`src/common/fetch_pkg.sv`:
```
`default_nettype none

package fetch_pkg;

    // bus and word widths
    localparam int ADDR_W  = 32;
    localparam int INSTR_W = 32;
    localparam int BEAT_W  = 64;
    localparam int LINE_W  = 256;

    // line geometry
    localparam int BEATS_PER_LINE = LINE_W / BEAT_W;
    localparam int WORDS_PER_LINE = LINE_W / INSTR_W;
    localparam int LINE_OFFSET_W  = $clog2(LINE_W / 8);
    localparam int WORD_SEL_W     = $clog2(WORDS_PER_LINE);

    // instruction queue entries
    localparam int QUEUE_DEPTH = 32;

    // first fetch address after reset
    localparam logic [ADDR_W-1:0] RESET_PC = 32'haaaa_a000;

endpackage

`default_nettype wire
```
`src/common/line_fill_if.sv`:
```
`timescale 1ns/1ps
`default_nettype none

interface line_fill_if;
    import fetch_pkg::*;

    // line request from fetch, held until resp
    logic              req;
    logic [ADDR_W-1:0] addr;

    // returned line, valid with the resp pulse
    logic [LINE_W-1:0] line;
    logic              resp;

    modport fetch (output req, output addr, input line, input resp);
    modport fill (input req, input addr, output line, output resp);

endinterface

`default_nettype wire

```
`src/rtl/fetch_frontend.sv`:
```
`timescale 1ns/1ps
`default_nettype none

module fetch_frontend (
    input  wire logic                           clk,
    input  wire logic                           rst,

    output logic [fetch_pkg::ADDR_W-1:0]        bmem_addr_o,
    output logic                                bmem_read_o,
    input  wire logic                           bmem_ready_i,
    input  wire logic [fetch_pkg::ADDR_W-1:0]   bmem_raddr_i,
    input  wire logic [fetch_pkg::BEAT_W-1:0]   bmem_rdata_i,
    input  wire logic                           bmem_rvalid_i,

    input  wire logic                           redirect_i,
    input  wire logic [fetch_pkg::ADDR_W-1:0]   redirect_pc_i,

    output logic                                instr_valid_o,
    input  wire logic                           instr_ready_i,
    output logic [fetch_pkg::ADDR_W-1:0]        instr_pc_o,
    output logic [fetch_pkg::INSTR_W-1:0]       instr_o
);
    import fetch_pkg::*;

    line_fill_if fill_bus ();

    // fetch to queue
    logic               enq;
    logic [ADDR_W-1:0]  enq_pc;
    logic [INSTR_W-1:0] enq_instr;
    logic               queue_full;

    fetch_unit u_fetch (
        .clk           (clk),
        .rst           (rst),
        .redirect_i    (redirect_i),
        .redirect_pc_i (redirect_pc_i),
        .fill          (fill_bus.fetch),
        .enq_o         (enq),
        .enq_pc_o      (enq_pc),
        .enq_instr_o   (enq_instr),
        .full_i        (queue_full)
    );

    line_fill u_fill (
        .clk           (clk),
        .rst           (rst),
        .fill          (fill_bus.fill),
        .bmem_addr_o   (bmem_addr_o),
        .bmem_read_o   (bmem_read_o),
        .bmem_ready_i  (bmem_ready_i),
        .bmem_raddr_i  (bmem_raddr_i),
        .bmem_rdata_i  (bmem_rdata_i),
        .bmem_rvalid_i (bmem_rvalid_i)
    );

    // redirect also empties the queue
    instr_queue u_queue (
        .clk         (clk),
        .rst         (rst),
        .flush_i     (redirect_i),
        .enq_i       (enq),
        .enq_pc_i    (enq_pc),
        .enq_instr_i (enq_instr),
        .full_o      (queue_full),
        .valid_o     (instr_valid_o),
        .ready_i     (instr_ready_i),
        .pc_o        (instr_pc_o),
        .instr_o     (instr_o)
    );

endmodule

`default_nettype wire

```
`src/rtl/instr_queue.sv`:
```
`timescale 1ns/1ps
`default_nettype none

module instr_queue (
    input  wire logic                           clk,
    input  wire logic                           rst,
    input  wire logic                           flush_i,
    input  wire logic                           enq_i,
    input  wire logic [fetch_pkg::ADDR_W-1:0]   enq_pc_i,
    input  wire logic [fetch_pkg::INSTR_W-1:0]  enq_instr_i,
    output logic                                full_o,
    output logic                                valid_o,
    input  wire logic                           ready_i,
    output logic [fetch_pkg::ADDR_W-1:0]        pc_o,
    output logic [fetch_pkg::INSTR_W-1:0]       instr_o
);
    import fetch_pkg::*;

    logic [ADDR_W-1:0]                pc_mem    [QUEUE_DEPTH];
    logic [INSTR_W-1:0]               instr_mem [QUEUE_DEPTH];
    logic [$clog2(QUEUE_DEPTH)-1:0]   wr_ptr;
    logic [$clog2(QUEUE_DEPTH)-1:0]   rd_ptr;
    logic [$clog2(QUEUE_DEPTH+1)-1:0] count;
    logic                             do_enq;
    logic                             do_deq;

    assign full_o  = int'(count) == QUEUE_DEPTH;
    assign valid_o = count != '0;
    assign pc_o    = pc_mem[rd_ptr];
    assign instr_o = instr_mem[rd_ptr];

    assign do_enq = enq_i && !full_o;
    assign do_deq = valid_o && ready_i;

    // flush drops every entry in one cycle
    always_ff @(posedge clk) begin
        if (rst || flush_i) begin
            wr_ptr <= '0;
            rd_ptr <= '0;
            count  <= '0;
        end else begin
            if (do_enq) begin
                wr_ptr <= wr_ptr + 1'b1;
            end
            if (do_deq) begin
                rd_ptr <= rd_ptr + 1'b1;
            end
            case ({do_enq, do_deq})
                2'b10:   count <= count + 1'b1;
                2'b01:   count <= count - 1'b1;
                default: count <= count;
            endcase
        end
    end

    always_ff @(posedge clk) begin
        if (do_enq) begin
            pc_mem[wr_ptr]    <= enq_pc_i;
            instr_mem[wr_ptr] <= enq_instr_i;
        end
    end

    // producer must honour full
    a_no_write_full: assert property (@(posedge clk) disable iff (rst)
        enq_i && !flush_i |-> !full_o);

endmodule

`default_nettype wire

```
`src/rtl/line_fill.sv`:
```
`timescale 1ns/1ps
`default_nettype none

module line_fill (
    input  wire logic                          clk,
    input  wire logic                          rst,
    line_fill_if.fill                          fill,
    output logic [fetch_pkg::ADDR_W-1:0]       bmem_addr_o,
    output logic                               bmem_read_o,
    input  wire logic                          bmem_ready_i,
    input  wire logic [fetch_pkg::ADDR_W-1:0]  bmem_raddr_i,
    input  wire logic [fetch_pkg::BEAT_W-1:0]  bmem_rdata_i,
    input  wire logic                          bmem_rvalid_i
);
    import fetch_pkg::*;

    enum logic [1:0] {IDLE, ISSUE, COLLECT} state;

    logic [ADDR_W-1:0]                 addr_r;
    logic [LINE_W-1:0]                 line_r;
    logic [$clog2(BEATS_PER_LINE)-1:0] beat_cnt;
    logic                              resp_r;
    logic                              beat_ok;
    logic                              last_beat;

    // beats for another line are ignored
    assign beat_ok   = (state == COLLECT) && bmem_rvalid_i && (bmem_raddr_i == addr_r);
    assign last_beat = beat_ok && (int'(beat_cnt) == BEATS_PER_LINE - 1);

    // single read pulse, only while memory is ready
    assign bmem_read_o = (state == ISSUE) && bmem_ready_i;
    assign bmem_addr_o = addr_r;

    assign fill.line = line_r;
    assign fill.resp = resp_r;

    always_ff @(posedge clk) begin
        if (rst) begin
            state    <= IDLE;
            beat_cnt <= '0;
            resp_r   <= 1'b0;
        end else begin
            resp_r <= last_beat;
            case (state)
                IDLE: begin
                    // req is still high during the resp cycle
                    if (fill.req && !resp_r) begin
                        state <= ISSUE;
                    end
                end
                ISSUE: begin
                    if (bmem_ready_i) begin
                        state    <= COLLECT;
                        beat_cnt <= '0;
                    end
                end
                COLLECT: begin
                    if (beat_ok) begin
                        beat_cnt <= beat_cnt + 1'b1;
                    end
                    if (last_beat) begin
                        state <= IDLE;
                    end
                end
                default: begin
                    state <= IDLE;
                end
            endcase
        end
    end

    // beats land lowest first
    always_ff @(posedge clk) begin
        if (state == IDLE && fill.req) begin
            addr_r <= fill.addr;
        end
        if (beat_ok) begin
            line_r[beat_cnt * BEAT_W +: BEAT_W] <= bmem_rdata_i;
        end
    end

    a_read_pulse: assert property (@(posedge clk) disable iff (rst)
        bmem_read_o |=> !bmem_read_o);

endmodule

`default_nettype wire

```
`src/fetch/fetch_unit.sv`:
```
`timescale 1ns/1ps
`default_nettype none

module fetch_unit (
    input  wire logic                          clk,
    input  wire logic                          rst,
    input  wire logic                          redirect_i,
    input  wire logic [fetch_pkg::ADDR_W-1:0]  redirect_pc_i,
    line_fill_if.fetch                         fill,
    output logic                               enq_o,
    output logic [fetch_pkg::ADDR_W-1:0]       enq_pc_o,
    output logic [fetch_pkg::INSTR_W-1:0]      enq_instr_o,
    input  wire logic                          full_i
);
    import fetch_pkg::*;

    logic [ADDR_W-1:0]               pc;
    logic [LINE_W-1:0]               line_buf;
    logic [ADDR_W-LINE_OFFSET_W-1:0] line_tag;
    logic                            line_valid;
    logic                            req_r;
    logic [ADDR_W-1:0]               req_addr;
    logic                            discard;

    logic                            hit;
    logic                            resp_use;
    logic                            miss;
    logic [WORD_SEL_W-1:0]           word_sel;
    logic [LINE_W-1:0]               line_src;

    assign hit = line_valid && (pc[ADDR_W-1:LINE_OFFSET_W] == line_tag);

    // returned line belongs to the current stream
    assign resp_use = fill.resp && !discard && !redirect_i;

    // new request goes out the cycle after this
    assign miss = !hit && !req_r && !redirect_i;

    // word served straight from the fill on resp, else from the buffer
    assign word_sel = pc[LINE_OFFSET_W-1 -: WORD_SEL_W];
    assign line_src = resp_use ? fill.line : line_buf;

    assign enq_o       = (hit || resp_use) && !full_i && !redirect_i;
    assign enq_pc_o    = pc;
    assign enq_instr_o = line_src[word_sel * (LINE_W / WORDS_PER_LINE) +: INSTR_W];

    assign fill.req  = req_r;
    assign fill.addr = req_addr;

    always_ff @(posedge clk) begin
        if (rst) begin
            pc         <= RESET_PC;
            line_valid <= 1'b0;
            req_r      <= 1'b0;
            discard    <= 1'b0;
        end else begin
            // pc holds while the queue is full
            if (redirect_i) begin
                pc <= redirect_pc_i;
            end else if (enq_o) begin
                pc <= pc + ADDR_W'(INSTR_W / 8);
            end

            if (redirect_i) begin
                line_valid <= 1'b0;
            end else if (resp_use) begin
                line_valid <= 1'b1;
            end

            if (fill.resp) begin
                req_r <= 1'b0;
            end else if (miss) begin
                req_r <= 1'b1;
            end

            // fill in flight at redirect time completes but is dropped
            if (fill.resp) begin
                discard <= 1'b0;
            end else if (redirect_i && req_r) begin
                discard <= 1'b1;
            end
        end
    end

    // line buffer contents and request address
    always_ff @(posedge clk) begin
        if (resp_use) begin
            line_buf <= fill.line;
            line_tag <= req_addr[ADDR_W-1:LINE_OFFSET_W];
        end
        if (miss) begin
            req_addr <= {pc[ADDR_W-1:LINE_OFFSET_W], {LINE_OFFSET_W{1'b0}}};
        end
    end

    // a fill answers only an open request
    a_resp_with_req: assert property (@(posedge clk) disable iff (rst)
        fill.resp |-> fill.req);

    // open request keeps its address until the fill answers
    a_req_stable: assert property (@(posedge clk) disable iff (rst)
        fill.req && !fill.resp |=> fill.req && $stable(fill.addr));

endmodule

`default_nettype wire

```
`config.mk`:
```
export PLATFORM = sky130hd
export DESIGN_NAME = fetch_frontend
export DESIGN_NICKNAME = d
export VERILOG_FILES = /design/src/common/fetch_pkg.sv /design/src/common/line_fill_if.sv /design/src/rtl/fetch_frontend.sv /design/src/rtl/instr_queue.sv /design/src/rtl/line_fill.sv /design/src/fetch/fetch_unit.sv
export SDC_FILE = /design/constraint.sdc
export NUM_CORES = 2
export LEC_CHECK = 0
export BUFFER_PORTS_ARGS = -buffer_cell sky130_fd_sc_hd__clkbuf_2
export CORE_AREA = 2 2 438 440
export CTS_CLUSTER_SIZE = 10
export DETAILED_ROUTE_END_ITERATION = 8
export DIE_AREA = 0 0 440 442
export GPL_TIMING_DRIVEN = 0
export MAX_ROUTING_LAYER = met4
export PLACE_DENSITY = 0.71
export SLEW_MARGIN = 15
export SYNTH_ARGS = -nofsm -noshare
export SYNTH_HDL_FRONTEND = slang
export SYNTH_SLANG_ARGS = --single-unit
```
`constraint.sdc`:
```
create_clock -name clk -period 13.95 [get_ports clk]
set_input_delay 4.185 -clock clk [delete_from_list [all_inputs] [get_ports clk]]
set_output_delay 4.185 -clock clk [all_outputs]
set_load 0.03 [all_outputs]
```
# Word-level counts from Yosys, hierarchy flattened
# Memory sizes are Yosys's and may differ from the RTL's. A register that Yosys moved wholly into a read port is not among the register bits.
# Cells that the tools add are included.
# W data, S select, Z words.
dict set report totals {
  output_inout_bits 98
  regBits 649
  input_bits 134
  memories 2
  ram_bits 2048
}
# name depth width read_ports rd_clocked_by_memory_dff write_ports line_no
set memory_table {}
lappend memory_table {u_queue.instr_mem 32 32 1 1 1 instr_queue.sv:20} ;# logic [INSTR_W-1:0] instr_mem [QUEUE_DEPTH];
lappend memory_table {u_queue.pc_mem 32 32 1 1 1 instr_queue.sv:19} ;# logic [ADDR_W-1:0] pc_mem [QUEUE_DEPTH];
dict set report op_classes {
  reduce_logical 33
  n_eq_ne 12
  mux 18
  shifts 3
  addsub 7
}
# op count
set op_table {}
lappend op_table {{$bwmux W256} 1}
lappend op_table {{$mux W256} 1}
lappend op_table {{$shift A64 B34 Y256 const A} 1}
lappend op_table {{$shiftx A256 B9 Y32} 1}
lappend op_table {{$shiftx A64 B34 Y256} 1}
lappend op_table {{$mux W32} 2}
lappend op_table {{$neg A8 Y34} 1}
lappend op_table {{$add A32 B3 Y32 const B} 1}
lappend op_table {{$eq A32 B32 Y1} 1}
lappend op_table {{$eq A27 B27 Y1} 1}
lappend op_table {{$mux W5} 4}
lappend op_table {{$logic_and A1 B1 Y1} 16}
lappend op_table {{$pmux W6 S2} 1}
lappend op_table {{$add A5 B1 Y5 const B} 2}
lappend op_table {{$mux W2} 5}
lappend op_table {{$add A6 B1 Y6 const B} 1}
lappend op_table {{$eq A2 B1 Y1 const B} 3}
lappend op_table {{$eq A6 B6 Y1 const B} 1}
lappend op_table {{$logic_not A1 Y1} 6}
lappend op_table {{$ne A2 B1 Y1 const B} 3}
lappend op_table {{$pmux W2 S3} 1}
lappend op_table {{$reduce_and A3 Y1} 2}
lappend op_table {{$reduce_bool A2 Y1} 3}
lappend op_table {{$reduce_bool A6 Y1} 1}
lappend op_table {{other kinds (9)} 13}

# Longest topological paths before layout
dict set report logic_depth {
  depth_word 9
  depth_mapped 19
  mapped_depth_nobuf 14
}

# Cells and area by module
# From an unflattened synthesis, not the netlist that was laid out.
dict set report unflattened {
  hier_cells 5688
  hier_area_um2 104710.4
}
# module cells_per_inst area_per_inst_um2 instances seq_area_each_um2
set by_module_without_submodules {}
lappend by_module_without_submodules {instr_queue 3666 79094.6 1 61919.4}
lappend by_module_without_submodules {fetch_unit 1355 14440.1 1 7447.1}
lappend by_module_without_submodules {line_fill 667 11175.7 1 8748.4}

# Least setup slack after synthesis
# No wires, ideal clock.
dict set report synth_path {
  path_type {input-to-reg}
  start {input port redirect_i}
  end {memory u_queue.instr_mem[21][0] (enable)}
  setup_ps 487
  setup_slack_ps 5173
  arrival_time_ps 8290
  cell_stages 10
  t_required_ps 13463
  cell_sequence {inv_2 and3_1 buf_2 buf_6 nor2b_1 a21o_1 buf_2 buf_2 nand3_1 nor2_1}
}
dict set report synth_between {
  elab_chain_cells 8
}
# element line_no
set synth_lines {}
lappend synth_lines {{start, declared} fetch_frontend.sv:15} ;# input wire logic redirect_i,
lappend synth_lines {{$logic_not A1 Y1 (*)} {fetch_unit.sv:34, fetch_unit.sv:43}}
lappend synth_lines {{$logic_and A1 B1 Y1} fetch_unit.sv:34} ;# assign resp_use = fill.resp && !discard && !redirect_i;
lappend synth_lines {{$logic_or A1 B1 Y1} fetch_unit.sv:43} ;# assign enq_o = (hit || resp_use) && !full_i && !redirect_i;
lappend synth_lines {{$logic_and A1 B1 Y1} fetch_unit.sv:43}
lappend synth_lines {{$logic_and A1 B1 Y1 (*)} fetch_unit.sv:43}
lappend synth_lines {{$logic_and A1 B1 Y1 (*)} instr_queue.sv:32} ;# assign do_enq = enq_i && !full_o;
lappend synth_lines {{$mux W1 (*)} instr_queue.sv:57} ;# if (do_enq) begin
lappend synth_lines {{$mux W1 (not written as such) (*)} instr_queue.sv:59} ;# instr_mem[wr_ptr] <= enq_instr_i;
lappend synth_lines {{end, declared} instr_queue.sv:20}
# Every way passes the cells marked *; elsewhere a longest branch is shown, timed or not.

==> impl_metrics.json <==
{
  "status": "completed",
  "yosys_warnings": 0,
  "fin_nets": 5611,
  "p_per_area_mw_per_mm2": 135,
  "cp.arrival_ns": 4.80,
  "r2r-start": "u_fetch.enq_pc_o[6]",
  "vias": 52900,
  "internal_power_uw": 13100,
  "drv_cap": 0,
  "worstHoldStart": "u_fetch.fill.addr[14]",
  "io_pins": 232,
  "synth.cell_area_sq_mm": 0.104,
  "cts_tree": "built",
  "portBuffers": 225,
  "grt_pass1_wl_um": 395000,
  "whs_ns": 0.443,
  "drive_gt1_share_pct": 32.9,
  "final_core_util_pct": 63.3,
  "holdPathEnd": "u_fill.bmem_addr_o[14]",
  "finalMaxSlewViolations": 0,
  "grt_pass1_vias": 53700,
  "wl_per_cell_um": 34.7,
  "irDropWorstVdd_v": 0.000144,
  "reg2reg_depth": 12,
  "cts_setup_buffers": 0,
  "grt_overflow": 0,
  "hold_buffers": 0,
  "fin_crit_ns": 8.98,
  "cts-resized-gates": 0,
  "rsz0062_at_grt": "false",
  "clk-insertion-delay-late_ns": 0.92,
  "synth-edff-count": 2385,
  "drt_iter0_drc": 7127,
  "finalCritPeriodShare_pct": 64.4,
  "route.detailed.drc": 0,
  "gp_congestion": 0.829,
  "die_x_um": 440,
  "finalHoldViolations": 0,
  "critPathLaunchType": "flop",
  "critPathKind": "reg2out",
  "grt_start_max_net_pins": 45,
  "finClkSkew_ns": 0.0391,
  "avgSynthCellArea_sq_um": 21.7,
  "hp-class": "reg2reg",
  "dieArea_sq_mm": 0.194,
  "root_buffer": "clkbuf_16",
  "synthCells": 4777,
  "start_util_pct": 54.8,
  "ys.flop_type": "edfxtp_1",
  "routed_wl_um": 280000,
  "ant_nets": 0,
  "routed_via_density": 6.54,
  "cts_buffers": 322,
  "tightest_slew_ns": 1.27,
  "cp-end-kind": "output port",
  "rows": 160,
  "fill_cells": 12300,
  "p_switching_uw": 3160,
  "async_reset_ff_share_pct": 0,
  "clockBufferDepth": 4,
  "area_delta_synth_final_pct": 15.6,
  "r2r_end": "u_queue.instr_mem[21][15]",
  "ys_seq_area_share_pct": 75.1,
  "clk_pin_slew_ns": 0.05,
  "max-slew-margin-rel_pct": 15.6,
  "dp_hpwl_um": 176000,
  "pwr-share-clk_pct": 44.6,
  "fmax_ghz": 0.111,
  "ys_types": 66,
  "p_comb_share_pct": 0.9,
  "seqPwrFrac_pct": 54.5,
  "hold_path_depth": 0,
  "required_ns": 9.76,
  "ys_seq_elements": 2702,
  "swShare_pct": 19.5,
  "worstPathMaxFanout": 10,
  "p_leak_uw": 0.0417,
  "gr-usage-all-layers_pct": 29.9,
  "h-tree-depth": 5,
  "finalSetupViolations": 0,
  "cts_sinks": 2702,
  "ff2ff_setup_slack_ns": 8.62,
  "drtPass1Iterations": 6,
  "fp.dieH_um": 442,
  "antenna_found_initial": 31,
  "core-area_sq_mm": 0.190
}
-- power groups by stage --
stage | Combinational [uW] | Sequential, uW | Clock, uW
final | 148 | 8860 | 7250
after global routing | 157 | 8860 | 7630
after CTS | 148 | 8860 | 7320
after detailed placement | 147 | 9020 | 0
after global placement | 140 | 9020 | 0
after floorplan | 67.1 | 8990 | 0
-- cell families after synthesis --
| logic type | Yosys count | synth area share, % |
|---|---|---|
| AOI/OAI and AO/OA | 87 | 0.580 |
| xor gates and xnor gates | 67 | 0.565 |
| adders and majority gates | 14 | 0.169 |
| buffers and inverters | 276 | 1.29 |
| DFF | 2702 | 75.1 |
| muxes | 1125 | 19.5 |
| other | 1 | 0.00361 |
| and+or+nand+nor | 505 | 2.84 |
-- cell usage in the layout (no fill, tap or decap), types with 9 or more instances in the layout --
cell type  netlist  layout
ha_1            14      14
nor2_1          76      45
nand3_1         23      23
clkbuf_16        0     331
buf_6           26      26
buf_1           22      18
o21ai_0         14      14
inv_1           13      12
and3_1           9       9
clkbuf_2         1     244
dfxtp_1        317     287
nand2_1         30      30
mux2_2         265     265
nor3_1          14      13
or3_1           23      23
diode_2          0      19
a21oi_1         16      16
clkbuf_1       142     208
mux2_1         183     183
xor2_1          30      30
buf_2           63      63
xnor2_1         37      37
and2_1         263     259
nand4_1         18      18
a311oi_1        13      13
buf_4            7      13
edfxtp_1      2385    2385
mux4_2         672     672
buf_12           0      91
buf_16           0      34
dfxtp_2          0      30
nor2_4           0      31
-- critical path: stages, from the launching register on --
cell and delay [ns]:
dfxtp_1 0.30, clkbuf_1 0.35, clkbuf_1 0.89, clkbuf_1 0.83, mux4_2 0.44, mux4_2 0.52, mux2_2 0.34, clkbuf_2 0.20
-- cell type report --
class	count	area [sq um]	area share (%)
inverters	15	61.3	0.0511
well taps	2511	3140	2.62
repair buffers	358	3960	3.30
plain buffers	261	1300	1.09
clock buffers	413	8610	7.17
diodes	19	47.5	0.0396
clock inverters	9	80.1	0.0667
flip-flops and latches	2702	78000	65.0
multi-input cells	1803	24800	20.7
-- metrics by stage --
stage,area [sq um],cells,setup TNS [ns],total power (uW),setup slack [ns]
6_report,120000,8091,0,16300,4.97
5_1_grt,120000,8090,0,16600,4.86
4_1_cts,120000,8071,0,16300,4.90
3_5_place_dp,111000,7649,0,9170,5.08
3_3_place_gp,108000,7517,-19.92,9160,-0.226
2_1_floorplan,104000,4781,0,9060,5.17
-- cells in the mapped netlist (14+ instances only) --
cell,number,area (sq um)
dfxtp_1,317,6350
clkbuf_1,142,533
mux2_1,183,2060
a21oi_1,16,80.1
buf_1,22,82.6
nand4_1,18,113
nor2_1,76,285
xor2_1,30,263
nand2_1,30,113
mux4_2,672,15100
xnor2_1,37,324
ha_1,14,175
o21ai_0,14,70.1
and2_1,263,1650
nor3_1,14,70.1
mux2_2,265,2980
edfxtp_1,2385,71600
buf_2,63,315
or3_1,23,144
nand3_1,23,115
buf_6,26,293
-- state kept, by name, indices dropped and copies added (netlist names), named ones only --
name / count
u_fetch.line_valid: 1
u_fill.bmem_addr_o: 27
u_fill.beat_cnt: 2
u_queue.instr_mem: 1024
u_queue.pc_mem: 1024
u_queue.wr_ptr: 5
u_fetch.fill.req: 1
u_fetch.line_buf: 256
u_fetch.line_tag: 27
u_queue.count: 6
u_fetch.discard: 1
u_fill.fill.resp: 1
u_fetch.fill.addr: 27
u_queue.rd_ptr: 5
u_fetch.enq_pc_o: 32
u_fill.state: 2
u_fill.fill.line: 256
-- metal layers --
metal  wire [um]  vias up  GRT usage, %
met1      104000    28000          39.6
met3       28400      566          5.98
met4       10700        0          10.6
met2      137000     3405          46.7
met5           0        -             -
li1            -    21000             -
-- how the worst max path moves through the flow --
stage | from | to | slack (ns) | depth (start not counted)
3_5_place_dp | bmem_ready_i | bmem_read_o | 5.08 | 4
4_1_cts | flop | instr_pc_o[3] | 4.90 | 7
5_1_grt | flop | instr_pc_o[3] | 4.86 | 7
6_report | flop | instr_pc_o[3] | 4.97 | 7
2_1_floorplan | redirect_i | u_queue.instr_mem[21][0] | 5.17 | 10
3_3_place_gp | redirect_i | u_queue.instr_mem[9][18] | -0.23 | 11
Note: power is estimated with default switching activity, not from simulation.
